**config.mk**
```make
export PLATFORM = sky130hd
export DESIGN_NAME = issue_ctrl
export DESIGN_NICKNAME = d
export VERILOG_FILES = /design/src/common/vec_isa_pkg.sv /design/src/common/vec_core_pkg.sv /design/src/hdl/sync_fifo.sv /design/src/hdl/issue_ctrl.sv
export VERILOG_INCLUDE_DIRS = /design/src /design/src/common
export SDC_FILE = /design/constraint.sdc
export NUM_CORES = 1
export LEC_CHECK = 0
export BUFFER_PORTS_ARGS = -buffer_cell sky130_fd_sc_hd__buf_4
export CORE_ASPECT_RATIO = 1.5
export CORE_MARGIN = 1
export CORE_UTILIZATION = 46
export CTS_CLUSTER_SIZE = 12
export DETAILED_ROUTE_END_ITERATION = 12
export GPL_ROUTABILITY_DRIVEN = 0
export HOLD_SLACK_MARGIN = 0.05
export PLACE_DENSITY = 0.65
export SYNTH_ARGS = -nofsm -noshare
export SYNTH_HDL_FRONTEND = slang
export SYNTH_SLANG_ARGS = --single-unit
```
**constraint.sdc**
```tcl
create_clock -name clk_i -period 5.1 [get_ports clk_i]
set_input_delay 0.255 -clock clk_i [delete_from_list [all_inputs] [get_ports clk_i]]
set_output_delay 0.255 -clock clk_i [all_outputs]
set_load 0.05 [all_outputs]
```
**src/common/vec_core_cfg.svh**
```systemverilog
`ifndef VEC_CORE_CFG_SVH
`define VEC_CORE_CFG_SVH

// element and scalar width
`define VC_DATA_WIDTH 32

// lane count
`define VC_LANES 4

// bits per vector register
`define VC_VLEN 512

// element slots held by each lane
`define VC_ELEMS (`VC_VLEN / (`VC_DATA_WIDTH * `VC_LANES))

`define VC_REG_NUM 32

// instruction and scalar queue depth
`define VC_IQ_DEPTH 8

`endif

```
**src/common/vec_isa_pkg.sv**
```systemverilog
package vec_isa_pkg;

    // major opcode of the vector extension
    localparam logic [6:0] OP_V = 7'b1010111;

    typedef enum logic [2:0] {
        OPIVV = 3'b000,
        OPMVV = 3'b010,
        OPIVI = 3'b011,
        OPIVX = 3'b100
    } funct3_e;

    // integer ops and OPMVV reductions share some codes
    typedef enum logic [5:0] {
        VADD_VREDSUM   = 6'b000000,
        VREDAND        = 6'b000001,
        VSUB_VREDOR    = 6'b000010,
        VREDXOR        = 6'b000011,
        VMINU_VREDMINU = 6'b000100,
        VMAXU_VREDMAXU = 6'b000110,
        VAND           = 6'b001001,
        VOR            = 6'b001010,
        VXOR           = 6'b001011
    } funct6_e;

    typedef struct packed {
        logic [5:0] funct6;
        logic       vm;
        logic [4:0] vs2;
        logic [4:0] vs1_rs1_imm;
        logic [2:0] funct3;
        logic [4:0] vd;
        logic [6:0] opcode;
    } vinstr_t;

    function automatic logic is_arith(vinstr_t instr);
        return (instr.opcode == OP_V)
            && (instr.funct3 inside {OPIVV, OPIVX, OPIVI})
            && (instr.funct6 inside {VADD_VREDSUM, VSUB_VREDOR, VAND, VOR, VXOR,
                                     VMINU_VREDMINU, VMAXU_VREDMAXU});
    endfunction

    function automatic logic is_reduction(vinstr_t instr);
        return (instr.opcode == OP_V)
            && (instr.funct3 == OPMVV)
            && (instr.funct6 inside {VADD_VREDSUM, VREDAND, VSUB_VREDOR, VREDXOR,
                                     VMINU_VREDMINU, VMAXU_VREDMAXU});
    endfunction

endpackage

```
**src/common/vec_core_pkg.sv**
```systemverilog
`include "vec_core_cfg.svh"

package vec_core_pkg;

    typedef logic [`VC_DATA_WIDTH-1:0] elem_t;

    typedef logic [$clog2(`VC_REG_NUM)-1:0] vreg_addr_t;

    // element position inside one lane
    typedef logic [$clog2(`VC_ELEMS)-1:0] slot_t;

    typedef struct packed {
        elem_t rs1;
    } scalar_op_t;

    // one step of a reduction, shared by the lanes and the final fold
    function automatic elem_t red_op(logic [5:0] funct6, elem_t a, elem_t b);
        case (funct6)
            vec_isa_pkg::VADD_VREDSUM:   return a + b;
            vec_isa_pkg::VREDAND:        return a & b;
            vec_isa_pkg::VSUB_VREDOR:    return a | b;
            vec_isa_pkg::VREDXOR:        return a ^ b;
            vec_isa_pkg::VMINU_VREDMINU: return (a < b) ? a : b;
            vec_isa_pkg::VMAXU_VREDMAXU: return (a > b) ? a : b;
            default:                     return a;
        endcase
    endfunction

endpackage

```
**src/hdl/sync_fifo.sv**
```systemverilog
`timescale 1ns/1ps

module sync_fifo #(
    parameter type payload_t = logic [31:0],
    parameter int  DEPTH     = 8
) (
    input  logic     clk_i,
    input  logic     resetn_i,
    input  logic     push_i,
    input  logic     pop_i,
    input  payload_t data_i,
    output payload_t data_o,
    output logic     empty_o,
    output logic     full_o
);

    localparam int PTR_W = (DEPTH > 1) ? $clog2(DEPTH) : 1;
    localparam int CNT_W = $clog2(DEPTH + 1);

    payload_t         mem [DEPTH];
    logic [PTR_W-1:0] wr_ptr_q;
    logic [PTR_W-1:0] rd_ptr_q;
    logic [CNT_W-1:0] count_q;
    logic             do_push;
    logic             do_pop;

    // pointer wrap for any depth
    function automatic logic [PTR_W-1:0] next_ptr(logic [PTR_W-1:0] ptr);
        if (ptr == PTR_W'(DEPTH - 1)) begin
            return '0;
        end
        return ptr + 1'b1;
    endfunction

    assign empty_o = (count_q == '0);
    assign full_o  = (count_q == CNT_W'(DEPTH));
    assign do_push = push_i && !full_o;
    assign do_pop  = pop_i && !empty_o;
    assign data_o  = mem[rd_ptr_q];

    always_ff @(posedge clk_i) begin
        if (do_push) begin
            mem[wr_ptr_q] <= data_i;
        end
    end

    always_ff @(posedge clk_i or negedge resetn_i) begin
        if (!resetn_i) begin
            wr_ptr_q <= '0;
            rd_ptr_q <= '0;
            count_q  <= '0;
        end else begin
            if (do_push) begin
                wr_ptr_q <= next_ptr(wr_ptr_q);
            end
            if (do_pop) begin
                rd_ptr_q <= next_ptr(rd_ptr_q);
            end
            // occupancy only moves when exactly one side is active
            case ({do_push, do_pop})
                2'b10:   count_q <= count_q + 1'b1;
                2'b01:   count_q <= count_q - 1'b1;
                default: count_q <= count_q;
            endcase
        end
    end

endmodule

```
**src/hdl/issue_ctrl.sv**
```systemverilog
`timescale 1ns/1ps
`include "vec_core_cfg.svh"

module issue_ctrl (
    input  logic                 clk_i,
    input  logic                 resetn_i,
    input  vec_isa_pkg::vinstr_t vinstr_i,
    input  vec_core_pkg::elem_t  rs1_i,
    input  logic                 vreq_i,
    input  logic                 lanes_idle_i,
    output logic                 v_iq_ack_o,
    output logic                 v_iq_full_o,
    output logic                 start_o,
    output vec_isa_pkg::vinstr_t run_instr_o,
    output vec_core_pkg::elem_t  run_scalar_o
);

    vec_isa_pkg::vinstr_t     iq_head;
    vec_core_pkg::scalar_op_t sq_in;
    vec_core_pkg::scalar_op_t sq_head;
    vec_core_pkg::elem_t      imm_ext;
    logic                     iq_full;
    logic                     iq_empty;
    logic                     sq_full;
    logic                     sq_empty;
    logic                     push;
    logic                     pop;

    //////////////////////////////////////////////////////////////////////
    // queues
    //////////////////////////////////////////////////////////////////////

    // both queues move together, a request while full is simply dropped
    assign v_iq_full_o = iq_full || sq_full;
    assign push        = vreq_i && !v_iq_full_o;
    assign pop         = !iq_empty && !sq_empty && lanes_idle_i;
    assign sq_in.rs1   = rs1_i;

    sync_fifo #(
        .payload_t (vec_isa_pkg::vinstr_t),
        .DEPTH     (`VC_IQ_DEPTH)
    ) instr_fifo_inst (
        .clk_i    (clk_i),
        .resetn_i (resetn_i),
        .push_i   (push),
        .pop_i    (pop),
        .data_i   (vinstr_i),
        .data_o   (iq_head),
        .empty_o  (iq_empty),
        .full_o   (iq_full)
    );

    sync_fifo #(
        .payload_t (vec_core_pkg::scalar_op_t),
        .DEPTH     (`VC_IQ_DEPTH)
    ) scalar_fifo_inst (
        .clk_i    (clk_i),
        .resetn_i (resetn_i),
        .push_i   (push),
        .pop_i    (pop),
        .data_i   (sq_in),
        .data_o   (sq_head),
        .empty_o  (sq_empty),
        .full_o   (sq_full)
    );

    //////////////////////////////////////////////////////////////////////
    // issue
    //////////////////////////////////////////////////////////////////////

    // sign-extended imm5
    assign imm_ext = {{(`VC_DATA_WIDTH-5){iq_head.vs1_rs1_imm[4]}}, iq_head.vs1_rs1_imm};

    always_ff @(posedge clk_i or negedge resetn_i) begin
        if (!resetn_i) begin
            v_iq_ack_o   <= 1'b0;
            start_o      <= 1'b0;
            run_instr_o  <= '0;
            run_scalar_o <= '0;
        end else begin
            v_iq_ack_o <= push;
            start_o    <= pop;
            if (pop) begin
                run_instr_o <= iq_head;
                if (vec_isa_pkg::is_arith(iq_head) && iq_head.funct3 == vec_isa_pkg::OPIVI) begin
                    run_scalar_o <= imm_ext;
                end else begin
                    run_scalar_o <= sq_head.rs1;
                end
            end
        end
    end

endmodule

```
# Word level (Yosys, flattened, before mapping)
# Memories as Yosys holds them, arrays and structs flattened.
# Cells that the tools add are included.
# totals
regBits	86
ram_bits	512
input_bits	68
output_inout_bits	67
wordCells	92
n_memories	2
# mem_list
name	depth	width	read_ports	rd_clocked_by_memory_dff	wr	line	text
instr_fifo_inst.mem	8	32	1	0	1	sync_fifo.sv:20	payload_t mem [DEPTH];
scalar_fifo_inst.mem	8	32	1	0	1	sync_fifo.sv:20	
# classes
addsub	8
n_eq_ne	19
n_mux	23
reduce_logical	24
# ops
op	count
$mux W32	1
$mux W3	8
$eq A6 B4 Y1 const B	3
$pmux W4 S2	2
$eq A3 B3 Y1 const B	5
$add A3 B1 Y3 const B	4
$eq A6 B3 Y1 const B	2
$mux W1	12
$logic_and A1 B1 Y1	10
$add A4 B1 Y4 const B	2
$eq A4 B4 Y1 const B	2
$logic_not A4 Y1	2
$sub A4 B1 Y4 const B	2
$eq A7 B7 Y1 const B	1
$reduce_bool A7 Y1	1
$eq A6 B2 Y1 const B	1
$logic_not A6 Y1	1
$logic_not A1 Y1	5
$eq A2 B1 Y1 const B	2
$eq A2 B2 Y1 const B	2
$reduce_bool A2 Y1	2
$eq A3 B2 Y1 const B	1
$logic_not A3 Y1	1
$reduce_bool A3 Y1	1
$logic_or A1 B1 Y1	1

# Logic depth before layout (Yosys ltp)
# Gate-level depths: netlist (run 1).
# logic_depth
word_depth	7
ltp_mapped	13

# Cells and area by module
# From an unflattened synthesis (run 1), not the netlist that was laid out.
# unflattened
hier_cells	1103
area_unflattened_um2	23297.3
# modules_own_cells
module	n_inst	cells_per_inst	area_each_um2
sync_fifo at instr_fifo_inst	1	439	10293.6
sync_fifo at scalar_fifo_inst	1	437	10292.4
issue_ctrl	1	227	2711.4

# Least setup slack after synthesis (run 1)
# Ideal clock, no wire load.
# synth_timing
path_kind	flip-flop to flip-flop
from	register instr_fifo_inst.count_q[0]
to	memory instr_fifo_inst.mem[2][0] in the netlist's numbering, enable pin
setup_ns	0.513
t_arrival_ns	4.671
required_time_ns	4.587
slack_ns	-0.083
stages_incl_launch_ff	7
path_buffers	1
path_cell_list	dfrtp_1 -> nor3_1 -> a22oi_1 -> and2_1 -> clkbuf_1 -> clkinv_1 -> nor4b_1
# synth_between
elab_chain_cells	7
word_cells_on_any_way	8
# synth_rtl
element	line	text
start: declaration	sync_fifo.sv:23	logic [CNT_W-1:0] count_q;
start signal: assignment	sync_fifo.sv:61	2'b10: count_q <= count_q + 1'b1;
start signal: assignment	sync_fifo.sv:62	2'b01: count_q <= count_q - 1'b1;
start signal: assignment	sync_fifo.sv:63	default: count_q <= count_q;
$eq A4 B4 Y1	sync_fifo.sv:36	assign full_o = (count_q == CNT_W'(DEPTH));
$logic_or A1 B1 Y1	issue_ctrl.sv:34	assign v_iq_full_o = iq_full || sq_full;
$logic_not A1 Y1	issue_ctrl.sv:35	assign push = vreq_i && !v_iq_full_o;
$logic_and A1 B1 Y1	issue_ctrl.sv:35	
net instr_fifo_inst.push_i	sync_fifo.sv:9	input logic push_i,
$logic_and A1 B1 Y1	sync_fifo.sv:37	assign do_push = push_i && !full_o;
$mux W1	sync_fifo.sv:42	if (do_push) begin
$mux W1 (not written as such)	sync_fifo.sv:43	mem[wr_ptr_q] <= data_i;
end: declaration	sync_fifo.sv:20	
# The timed path passes the listed nets, and every way through them passes these cells.

# Worst setup path in the final report (run 1)
# layout_timing
from	register instr_fifo_inst.rd_ptr_q[2]
to	register run_scalar_o[19]
# layout_between
elab_chain_cells	7
word_cells_on_any_way	18
# layout_rtl
element	line	text
start: declaration	sync_fifo.sv:22	logic [PTR_W-1:0] rd_ptr_q;
start signal: assignment	sync_fifo.sv:57	rd_ptr_q <= next_ptr(rd_ptr_q);
$mem_v2 Z8 W32 *	-	
branches (longest 5 deep; another with $reduce_bool A7 Y1)	-	
$mux W32 *	issue_ctrl.sv:85	if (vec_isa_pkg::is_arith(iq_head) && iq_head.funct3 == vec_isa_pkg::OPIVI) begin
end signal: assignment	issue_ctrl.sv:86	run_scalar_o <= imm_ext;
end signal: assignment	issue_ctrl.sv:88	run_scalar_o <= sq_head.rs1;
end: declaration	issue_ctrl.sv:15	output vec_core_pkg::elem_t run_scalar_o
# Mark *: on every way between the ends.
# A chain may end at the register's enable or synchronous reset.

==> results_dict.tcl, run 1 <==
set metrics [dict create \
    syn_nets 1214 \
    synth.avg_cell_area_um2 20.40 \
    reg2reg_to "run_scalar_o[19]" \
    wl_per_cell_um 22.95 \
    post_drt_via_cell_ratio 5.456 \
    synth_edf_count 512 \
    row_count 100 \
    hold_path_end "v_iq_ack_o" \
    final_cell_mix "edfxtp_1, buf_4, mux4_2" \
    combinationalPowerShare 0.309 \
    clock_skew_ns 0.02355 \
    min_path_type "primary input to flip-flop" \
    grt_pass1_wl_um 72810 \
    die_area_um2 51020 \
    dp_hpwl_um 26520 \
    drt_wl_total_um 47540 \
    dp_slack_ns 1.562 \
    io_buffers 134 \
    vias 11300 \
    drt_pass1_iterations 5 \
    area_growth_pct 18.73 \
    cp-startpoint "instr_fifo_inst.rd_ptr_q[2]" \
    wl_met3_um 2373 \
    synth_fa_ha_area_frac 0.009337 \
    clock_latency_ns 0.62 \
    clock_sinks 598 \
    post_cts_resized 0 \
    ff_latch_area_um2 17540 \
    yosysSeqAreaShare 0.7604 \
    grt_max_degree 67 \
    htree_num_levels 2 \
    maxSlewHeadroom 0.2848 \
    cts_made_buffers 58 \
    pwr-share-seq 0.436 \
    hp-start "vreq_i" \
    die_w_um 184.8 \
    p_sw_mw 5.284 \
    clk_pin_slew_ns 0.06 \
    syn_area_um2 23050 \
    worst_slew_pin_slew_ns 1.073 \
    synth-seq-cells 598 \
    final.setup.tns_ns 0 \
    ys.flop_type "edfxtp_1" \
    fin_ws_ns 1.565 \
    min_path_cells 2 \
    antenna_found_initial 2 \
    post-route-period-util 0.6931 \
    final_common_cell "edfxtp_1" \
    finalPower_mw 15.99 \
    cts.path.max_buffers 3 \
    ant_nets 0 \
    synth_top_family_by_area "multiplexers" \
    multi_input_area_um2 5283 \
    synthDistinctLibCells 43 \
    drive_gt1_frac 0.2788 \
    internal-power_mw 10.71 \
    grt_pass1_vias 12140 \
    setup_violations 0 \
    utilization 0.5523 \
    die_h_um 276.2 \
    grt_setup_unrepaired "false" \
    start_util 0.4652 \
    synthCells 1130 \
    pwr-share-clk 0.256 \
    fin_nets 1441 \
    drt_iter0_markers 475 \
    ff2ff_path_depth 7 \
    crit_type "flip-flop to flip-flop" \
    cp_max_fo 45 \
    power.leakage_nw 9.530 \
    synthXorXnorAreaFrac 0.003040 \
    cts_root_buffer "clkbuf_16" \
    cp_data_required_time_ns 5.59 \
    finalMaxSlewViolations 0 \
    ir_drop_mv 0.3297 \
    critPathLaunchType "flip-flop" \
    core_um2 49550 \
    synthArstFlopShare 0.1438 \
    r2r-start "instr_fifo_inst.rd_ptr_q[2]" \
    power.switching_fraction 0.3304 \
    cap_viol_max_count 0 \
    p_per_area_nw_per_um2 584.4 \
    cp-end-kind "flip-flop" \
    dr_wl_met2_um 25520 \
    rrSetupSlack_ns 1.57 \
    fmax_ghz 0.2829 \
    ys.warnings.count 0 \
    fillCellCount 3892 \
    drc 0 \
    cp.arrival_ns 4.02 \
    track_usage 0.1929 \
    holdWs_ns 0.07757 \
    overflow 0 \
    met1_length_um 18590 \
    outcome "finished, final reports clean" \
    synth_compound_area_frac 0.02611 \
    design.portCount 135 \
    finalCriticalPeriod_ns 3.535 \
    synthMuxAreaShare 0.1547 \
    hold_viol 0 \
    cts_tree "yes" \
    highest_layer "met4" \
    synthSimpleGateAreaFrac 0.03149 \
]
==> synth_stat cells (all sizes together) (8+ instances only) <==
cell    instances  area (um^2)
a221o          32        320.3
o21ai          26        130.1
nor3           17        90.09
buf            32        188.9
ha             14        175.2
edfxtp        512        15370
clkbuf         29        108.9
nand2          72        270.3
mux4          120         2748
mux2           22        247.7
inv            11        41.29
mux2i          57        570.6
dfrtp          86         2152
o22ai           8        50.05
nor2           37        138.9
==> stage by stage <==
| step | instance area, um^2 | cells |
|---|---|---|
| 3_5_place_dp | 24920 | 1895 |
| 6_report | 27370 | 2071 |
| 5_1_grt | 27370 | 2071 |
| 4_1_cts | 27360 | 2069 |
| 2_1_floorplan | 23050 | 1130 |
| 3_3_place_gp | 24920 | 1895 |
==> logic make-up after synthesis <==
| group | after synthesis |
|---|---|
| DFF | 598 |
| muxes | 199 |
| and+or+nand+nor | 156 |
| AOI/OAI and AO/OA | 80 |
| buffers and inverters | 73 |
| adders and majority gates | 16 |
| xor gates and xnor gates | 8 |
==> registers in the layout, summed over array words and instances, names as in the netlist, 3 cells and up <==
name	flops
instr_fifo_inst.mem	256
scalar_fifo_inst.mem	256
run_instr_o	32
run_scalar_o	32
instr_fifo_inst.count_q	4
scalar_fifo_inst.count_q	4
instr_fifo_inst.rd_ptr_q	3
instr_fifo_inst.wr_ptr_q	3
scalar_fifo_inst.rd_ptr_q	3
scalar_fifo_inst.wr_ptr_q	3
==> worst max-delay path by stage <==
| stage | endpoint |
|---|---|
| global route | run_scalar_o[19] |
| CTS | run_scalar_o[2] |
| floorplan | instr_fifo_inst.mem[2][0] |
| global placement | run_scalar_o[19] |
| finish | run_scalar_o[19] |
| detailed placement | run_scalar_o[19] |
==> critical path, stage by stage, from the launching register on <==
cell	delay, ns
dfrtp_2	1.05
buf_4	0.51
mux4_2	0.37
mux2i_1	0.24
and3_1	0.20
or3b_1	0.34
buf_4	0.28
a221o_1	0.36
==> area by class of cell <==
cell class | count | share of cell area
clock inverters | 8 | 0.003978
multi-input cells | 459 | 0.1930
flip-flops and latches | 598 | 0.6408
diodes | 2 | 0.0001829
clock buffers | 101 | 0.06154
well taps | 663 | 0.03031
repair buffers | 228 | 0.06849
inverters | 12 | 0.001646
==> power groups by stage <==
stage | clock network, mW | registers, mW | logic, mW
finish | 4.09 | 6.97 | 4.93
global route | 4.36 | 7.09 | 5.33
CTS | 4.18 | 7.00 | 5.04
detailed placement | 0 | 7.09 | 5.00
global placement | 0 | 7.06 | 4.92
floorplan | 0 | 7.56 | 2.96
==> per-layer routing <==
metal	vias to the layer above	GRT usage
met3	66	0.03530
met2	284	0.3483
met5	-	0
met4	0	0.05743
li1	5037	-
met1	5913	0.2321
==> repair_timing <==
action / in CTS / in global routing
hold buffers: 65 / 0
setup buffers: 0 / 0
endpoints found under the hold margin: 548 / 0
No activity file was read; power rests on OpenSTA's default activity.
==> run 2: changes to the inputs <==
--- a/config.mk
+++ b/config.mk
@@ -14,7 +14,6 @@
 export DETAILED_ROUTE_END_ITERATION = 12
 export GPL_ROUTABILITY_DRIVEN = 0
 export HOLD_SLACK_MARGIN = 0.05
-export PLACE_DENSITY = 0.65
 export SYNTH_ARGS = -nofsm -noshare
 export SYNTH_HDL_FRONTEND = slang
 export SYNTH_SLANG_ARGS = --single-unit
==> constraint.sdc (replaced) <==
create_clock -name clk_i -period 3.3 [get_ports clk_i]
set_input_delay 0.165 -clock clk_i [delete_from_list [all_inputs] [get_ports clk_i]]
set_output_delay 0.165 -clock clk_i [all_outputs]
set_load 0.05 [all_outputs]
==> run 2 against run 1 <==
  * Via count shrank 0.15%
  * Final area grew 0.98%
  * Largest cell class unchanged
  * Sequential power grew 52%
  * Clock skew shrank 0.0097 ns
  * Critical path type unchanged
  * Largest power group unchanged
  * First-iteration DRC count grew 27%
==> results_dict.tcl, run 2 (synthesis results as in run 1) <==
set metrics [dict create \
    outcome "finished, final reports clean" \
    final_common_cell "edfxtp_1" \
    core_um2 49550 \
    clk_pin_slew_ns 0.06 \
    post-route-period-util 0.9262 \
    slowest_stage "dfrtp_2" \
    dp_hpwl_um 28060 \
    finalMaxSlewViolations 0 \
    finalPower_mw 24.93 \
    htree_num_levels 2 \
    overflow 0 \
    maxSlewHeadroom 0.4204 \
    setup_violations 0 \
    clock_latency_ns 0.58 \
    drt_pass1_iterations 5 \
    p_per_area_nw_per_um2 902.1 \
    cp.arrival_ns 3.52 \
    cp-end-kind "flip-flop" \
    drive_gt1_frac 0.2851 \
    design.portCount 135 \
    cts_root_buffer "clkbuf_16" \
    grt_pass1_wl_um 72480 \
    drt_iter0_markers 602 \
    cap_viol_max_count 0 \
    io_buffers 134 \
    cp_data_required_time_ns 3.76 \
    slowest_delay_ns 0.54 \
    crit_top_cell "buf_4" \
    cts-hold-fix-buffers 66 \
    min_path_type "primary input to flip-flop" \
    holdWs_ns 0.1583 \
    cts_setup_buffers 0 \
    fin_nets 1459 \
    finalNonFillerCells 2088 \
    die_w_um 184.8 \
    critPathLaunchType "flip-flop" \
    row_count 100 \
    hold_viol 0 \
    clock_sinks 598 \
    cp_max_fo 21 \
    grt_pass1_vias 12180 \
    worst_slew_pin_slew_ns 0.8629 \
    drc 0 \
    wl_per_cell_um 22.89 \
    drt_wl_total_um 47790 \
    track_usage 0.1928 \
    die_area_um2 51020 \
    post_drt_via_cell_ratio 5.404 \
    antenna_found_initial 1 \
    path_buf_inv 2 \
    power.leakage_nw 9.652 \
    grt_max_degree 66 \
    largestRegisters "instr_fifo_inst.mem x256, scalar_fifo_inst.mem x256" \
    cts_tree "yes" \
    finalCriticalPeriod_ns 3.056 \
    ant_nets 0 \
    final_cell_mix "edfxtp_1, buf_4, mux4_2" \
    clock_skew_ns 0.01388 \
    fmax_ghz 0.3272 \
    path_cells "buf_4 > mux4_2 > mux2i_1 > and3_1 > or3b_1 > buf_4 > a221o_1" \
    vias 11280 \
    final.setup.tns_ns 0 \
    grt_setup_unrepaired "false" \
    cp_top_family "multiplexers" \
    area_growth_pct 19.90 \
    start_util 0.4652 \
    cts.path.max_buffers 3 \
    ir_drop_mv 0.7096 \
    post_cts_resized 0 \
    crit_type "flip-flop to flip-flop" \
    cts_made_buffers 58 \
    dp.cells 1912 \
    die_h_um 276.2 \
]
[run 2: power breakdown]
group / internal [mW] / switching, mW / total (mW)
clock network: 3.52 / 2.62 / 6.14
registers: 9.70 / 0.857 / 10.6
logic: 3.47 / 4.76 / 8.23
[run 2: final timing paths]
path                       slack [ns]  cells after the start                         end                         from
setup / recovery                 0.24                      7             run_scalar_o[0]  instr_fifo_inst.rd_ptr_q[1]
hold / removal                   0.16                      4             run_instr_o[15]                 lanes_idle_i
setup reg to reg                 0.24                      7             run_scalar_o[0]  instr_fifo_inst.rd_ptr_q[1]
hold reg to reg                  0.48                      2             run_instr_o[20]              run_instr_o[20]
max in group asynchronous        2.27                      3              run_instr_o[0]                     resetn_i
min in group asynchronous        0.20                      2  instr_fifo_inst.count_q[3]                     resetn_i
[run 2: layer usage]
metal / GRT usage / wire length, um / up-vias
met5: 0 / 0 / -
met4: 0.05340 / 1014 / 0
met3: 0.03148 / 2142 / 66
met2: 0.3494 / 26020 / 258
met1: 0.2352 / 18610 / 5886
li1: - / - / 5073
[run 2: layout make-up]
| class | instances | area, um^2 |
|---|---|---|
| timing repair buffer | 246 | 2100 |
| multi-input combinational | 459 | 5370 |
| antenna | 1 | 2.502 |
| clock inverter | 6 | 58.81 |
| sequential | 598 | 17540 |
| clock buffer | 103 | 1693 |
| tap | 663 | 829.5 |
| fill | 3844 | 21910 |
| inverter | 12 | 45.04 |
[run 2: worst reg2reg max path, stage by stage (launching register included)]
cell     delay, ns
dfrtp_2       0.54
buf_4         0.40
mux4_2        0.55
mux2i_1       0.25
and3_1        0.21
or3b_1        0.40
buf_4         0.23
a221o_1       0.34
[run 2: metrics by stage]
| stage | cell area, um^2 | util | setup WS, ns |
|---|---|---|---|
| floorplan | 23110 | - | -0.9691 |
| global placement | 25220 | 0.5090 | 0.2410 |
| detailed placement | 25220 | 0.5090 | 0.1923 |
| CTS | 27630 | 0.5577 | 0.1826 |
| global route | 27640 | 0.5578 | 0.03031 |
| finish | 27640 | 0.5578 | 0.2436 |
==> run 3: changes to the inputs <==
--- a/config.mk
+++ b/config.mk
@@ -7,6 +7,8 @@
 export NUM_CORES = 1
 export LEC_CHECK = 0
 export BUFFER_PORTS_ARGS = -buffer_cell sky130_fd_sc_hd__buf_4
+export CELL_PAD_IN_SITES_DETAIL_PLACEMENT = 1
+export CELL_PAD_IN_SITES_GLOBAL_PLACEMENT = 2
 export CORE_ASPECT_RATIO = 1.5
 export CORE_MARGIN = 1
 export CORE_UTILIZATION = 46
@@ -14,6 +16,7 @@
 export DETAILED_ROUTE_END_ITERATION = 12
 export GPL_ROUTABILITY_DRIVEN = 0
 export HOLD_SLACK_MARGIN = 0.05
+export PLACE_DENSITY_LB_ADDON = 0.1
 export SYNTH_ARGS = -nofsm -noshare
 export SYNTH_HDL_FRONTEND = slang
 export SYNTH_SLANG_ARGS = --single-unit
==> run 3 against run 2 <==
  * Worst hold slack better by 0.014 ns
  * First-iteration DRC count down 30%
  * Final area about the same
  * Sequential share of layout area hardly changed
  * Routed wire length rose by 5.7%
  * Non-clock buffer count fell by 3
  * Critical path depth is the same
  * Register-to-register slack lost 0.06 ns
  * Clock skew rose by 0.0055 ns
  * Die area stayed put
  * Via count is 0.71% higher
  * Power increased by 0.24%
  * Largest power group unchanged
==> results_dict.tcl, run 3 (synthesis results as in run 1) <==
set metrics [dict create \
    place_area_um2 25250 \
    cts_made_buffers 58 \
    path_buf_inv 1 \
    clock_latency_ns 0.60 \
    overflow 0 \
    p_per_area_nw_per_um2 903.9 \
    grt_pass1_vias 12660 \
    cp_top_family "multiplexers" \
    track_usage 0.2047 \
    dp_slack_ns 0.1502 \
    vias 11360 \
    fmax_ghz 0.3207 \
    cp-end-kind "flip-flop" \
    fin_ws_ns 0.1819 \
    setup_violations 0 \
    hold_path_end "instr_fifo_inst.count_q[0]" \
    die_area_um2 51020 \
    cts_setup_buffers 0 \
    fin_nets 1456 \
    p_sw_mw 8.384 \
    drt_wl_total_um 50510 \
    slowest_stage "mux4_1" \
    finalCriticalPeriod_ns 3.118 \
    grt_pass1_wl_um 77020 \
    design.portCount 135 \
    grt_setup_unrepaired "false" \
    critPathLaunchType "flip-flop" \
    crit_type "flip-flop to flip-flop" \
    outcome "finished, final reports clean" \
    min_path_cells 5 \
    ant_nets 0 \
    diodes 0 \
    largestRegisters "instr_fifo_inst.mem x256, scalar_fifo_inst.mem x256" \
    final_common_cell "edfxtp_1" \
    cp_max_fo 32 \
    antenna_found_initial 0 \
    die_w_um 184.8 \
    finalMaxSlewViolations 0 \
    cp.arrival_ns 3.59 \
    cp_data_required_time_ns 3.77 \
    final_cell_mix "edfxtp_1, buf_4, mux4_2" \
    utilization 0.5580 \
    final_area_um2 27650 \
    r2r-start "instr_fifo_inst.rd_ptr_q[1]" \
    power.switching_fraction 0.3355 \
    cts_root_buffer "clkbuf_16" \
    cts.path.max_buffers 3 \
    cap_viol_max_count 0 \
    hp-start "lanes_idle_i" \
    post-route-period-util 0.9449 \
    power.leakage_nw 9.646 \
    ff2ff_path_depth 7 \
    clock_skew_ns 0.01934 \
    clk_pin_slew_ns 0.06 \
    io_buffers 134 \
    pwr-share-seq 0.421 \
    reg2reg_to "run_scalar_o[20]" \
    core_um2 49550 \
    wl_per_cell_um 24.23 \
    maxSlewHeadroom 0.3470 \
    pwr-share-clk 0.246 \
    internal-power_mw 16.61 \
    grt_max_degree 88 \
    holdWs_ns 0.1725 \
    drt_iter0_markers 420 \
    post_drt_via_cell_ratio 5.450 \
    drt_pass1_iterations 6 \
    die_h_um 276.2 \
    htree_num_levels 2 \
    drc 0 \
    start_util 0.4652 \
    slowest_delay_ns 0.59 \
    min_path_type "primary input to flip-flop" \
    hold_viol 0 \
    combinationalPowerShare 0.333 \
    area_growth_pct 19.96 \
    rrSetupSlack_ns 0.18 \
    path_cells "mux4_1 > mux2_2 > nor3_2 > nand4b_2 > or3b_1 > buf_4 > a221o_1" \
    dp_hpwl_um 29890 \
    clock_sinks 598 \
    worst_slew_pin_slew_ns 0.9795 \
    row_count 100 \
    drive_gt1_frac 0.2848 \
    cts_tree "yes" \
    ir_drop_mv 0.5606 \
]
[run 3: changes by cell type in the layout (fill, tap and decap cells not counted), sizes merged]
cell | before | now
clkbuf | 103 | 102
diode | 1 | 0
bufinv | 1 | 0
clkinv | 5 | 9
inv | 12 | 11
buf | 180 | 177
[run 3: power groups by stage]
stage          combinational [mW]  sequential, mW  clock, mW
2_1_floorplan                4.59            11.7          0
3_3_place_gp                 8.36            10.6          0
3_5_place_dp                 8.49            10.7          0
4_1_cts                      8.56            10.6       6.30
5_1_grt                      8.98            10.7       6.54
6_report                     8.32            10.5       6.14
[run 3: worst min-delay path, cell delays in order]
cell	delay, ns
buf_4	0.09
nand3_4	0.06
inv_1	0.06
ha_1	0.26
xnor2_1	0.09
[run 3: metrics by stage]
| step | cells | TNS, ns | power, mW |
|---|---|---|---|
| 2_1_floorplan | 1130 | -121.47 | 16.26 |
| 3_3_place_gp | 1909 | 0 | 19.01 |
| 3_5_place_dp | 1909 | 0 | 19.19 |
| 4_1_cts | 2085 | 0 | 25.43 |
| 5_1_grt | 2085 | 0 | 26.20 |
| 6_report | 2085 | 0 | 24.99 |
[run 3: timing repair]
| item | in CTS | in global routing |
|---|---|---|
| hold buffers | 66 | 0 |
| resized for setup | 0 | 0 |
| hold endpoints to repair | 562 | 0 |
[run 3: final cells by class]
class	count	area, um^2
fillers	4400	21900
flip-flops and latches	598	17540
multi-input cells	459	5370
repair buffers	243	2127
clock buffers	102	1678
well taps	663	829.5
clock inverters	8	62.56
inverters	12	45.04
[run 3: routing by layer]
layer,GRT usage,part of all wire,up-vias
met1,0.2419,0.39,6004
li1,-,-,5063
met3,0.03003,0.034,83
met5,0,0,-
met2,0.3808,0.55,213
met4,0.05870,0.025,0
[run 3: worst max path at each step]
| stage | cells past startpoint | from | end | slack, ns |
|---|---|---|---|---|
| 4_1_cts | 7 | instr_fifo_inst.rd_ptr_q[1] | run_scalar_o[19] | 0.16 |
| 2_1_floorplan | 7 | instr_fifo_inst.count_q[0] | scalar_fifo_inst.mem[6][0] | -0.97 |
| 3_5_place_dp | 7 | instr_fifo_inst.rd_ptr_q[1] | run_scalar_o[2] | 0.15 |
| 5_1_grt | 8 | instr_fifo_inst.rd_ptr_q[1] | run_scalar_o[20] | 0.04 |
| 6_report | 7 | instr_fifo_inst.rd_ptr_q[1] | run_scalar_o[20] | 0.18 |
| 3_3_place_gp | 7 | instr_fifo_inst.rd_ptr_q[1] | run_scalar_o[19] | 0.21 |
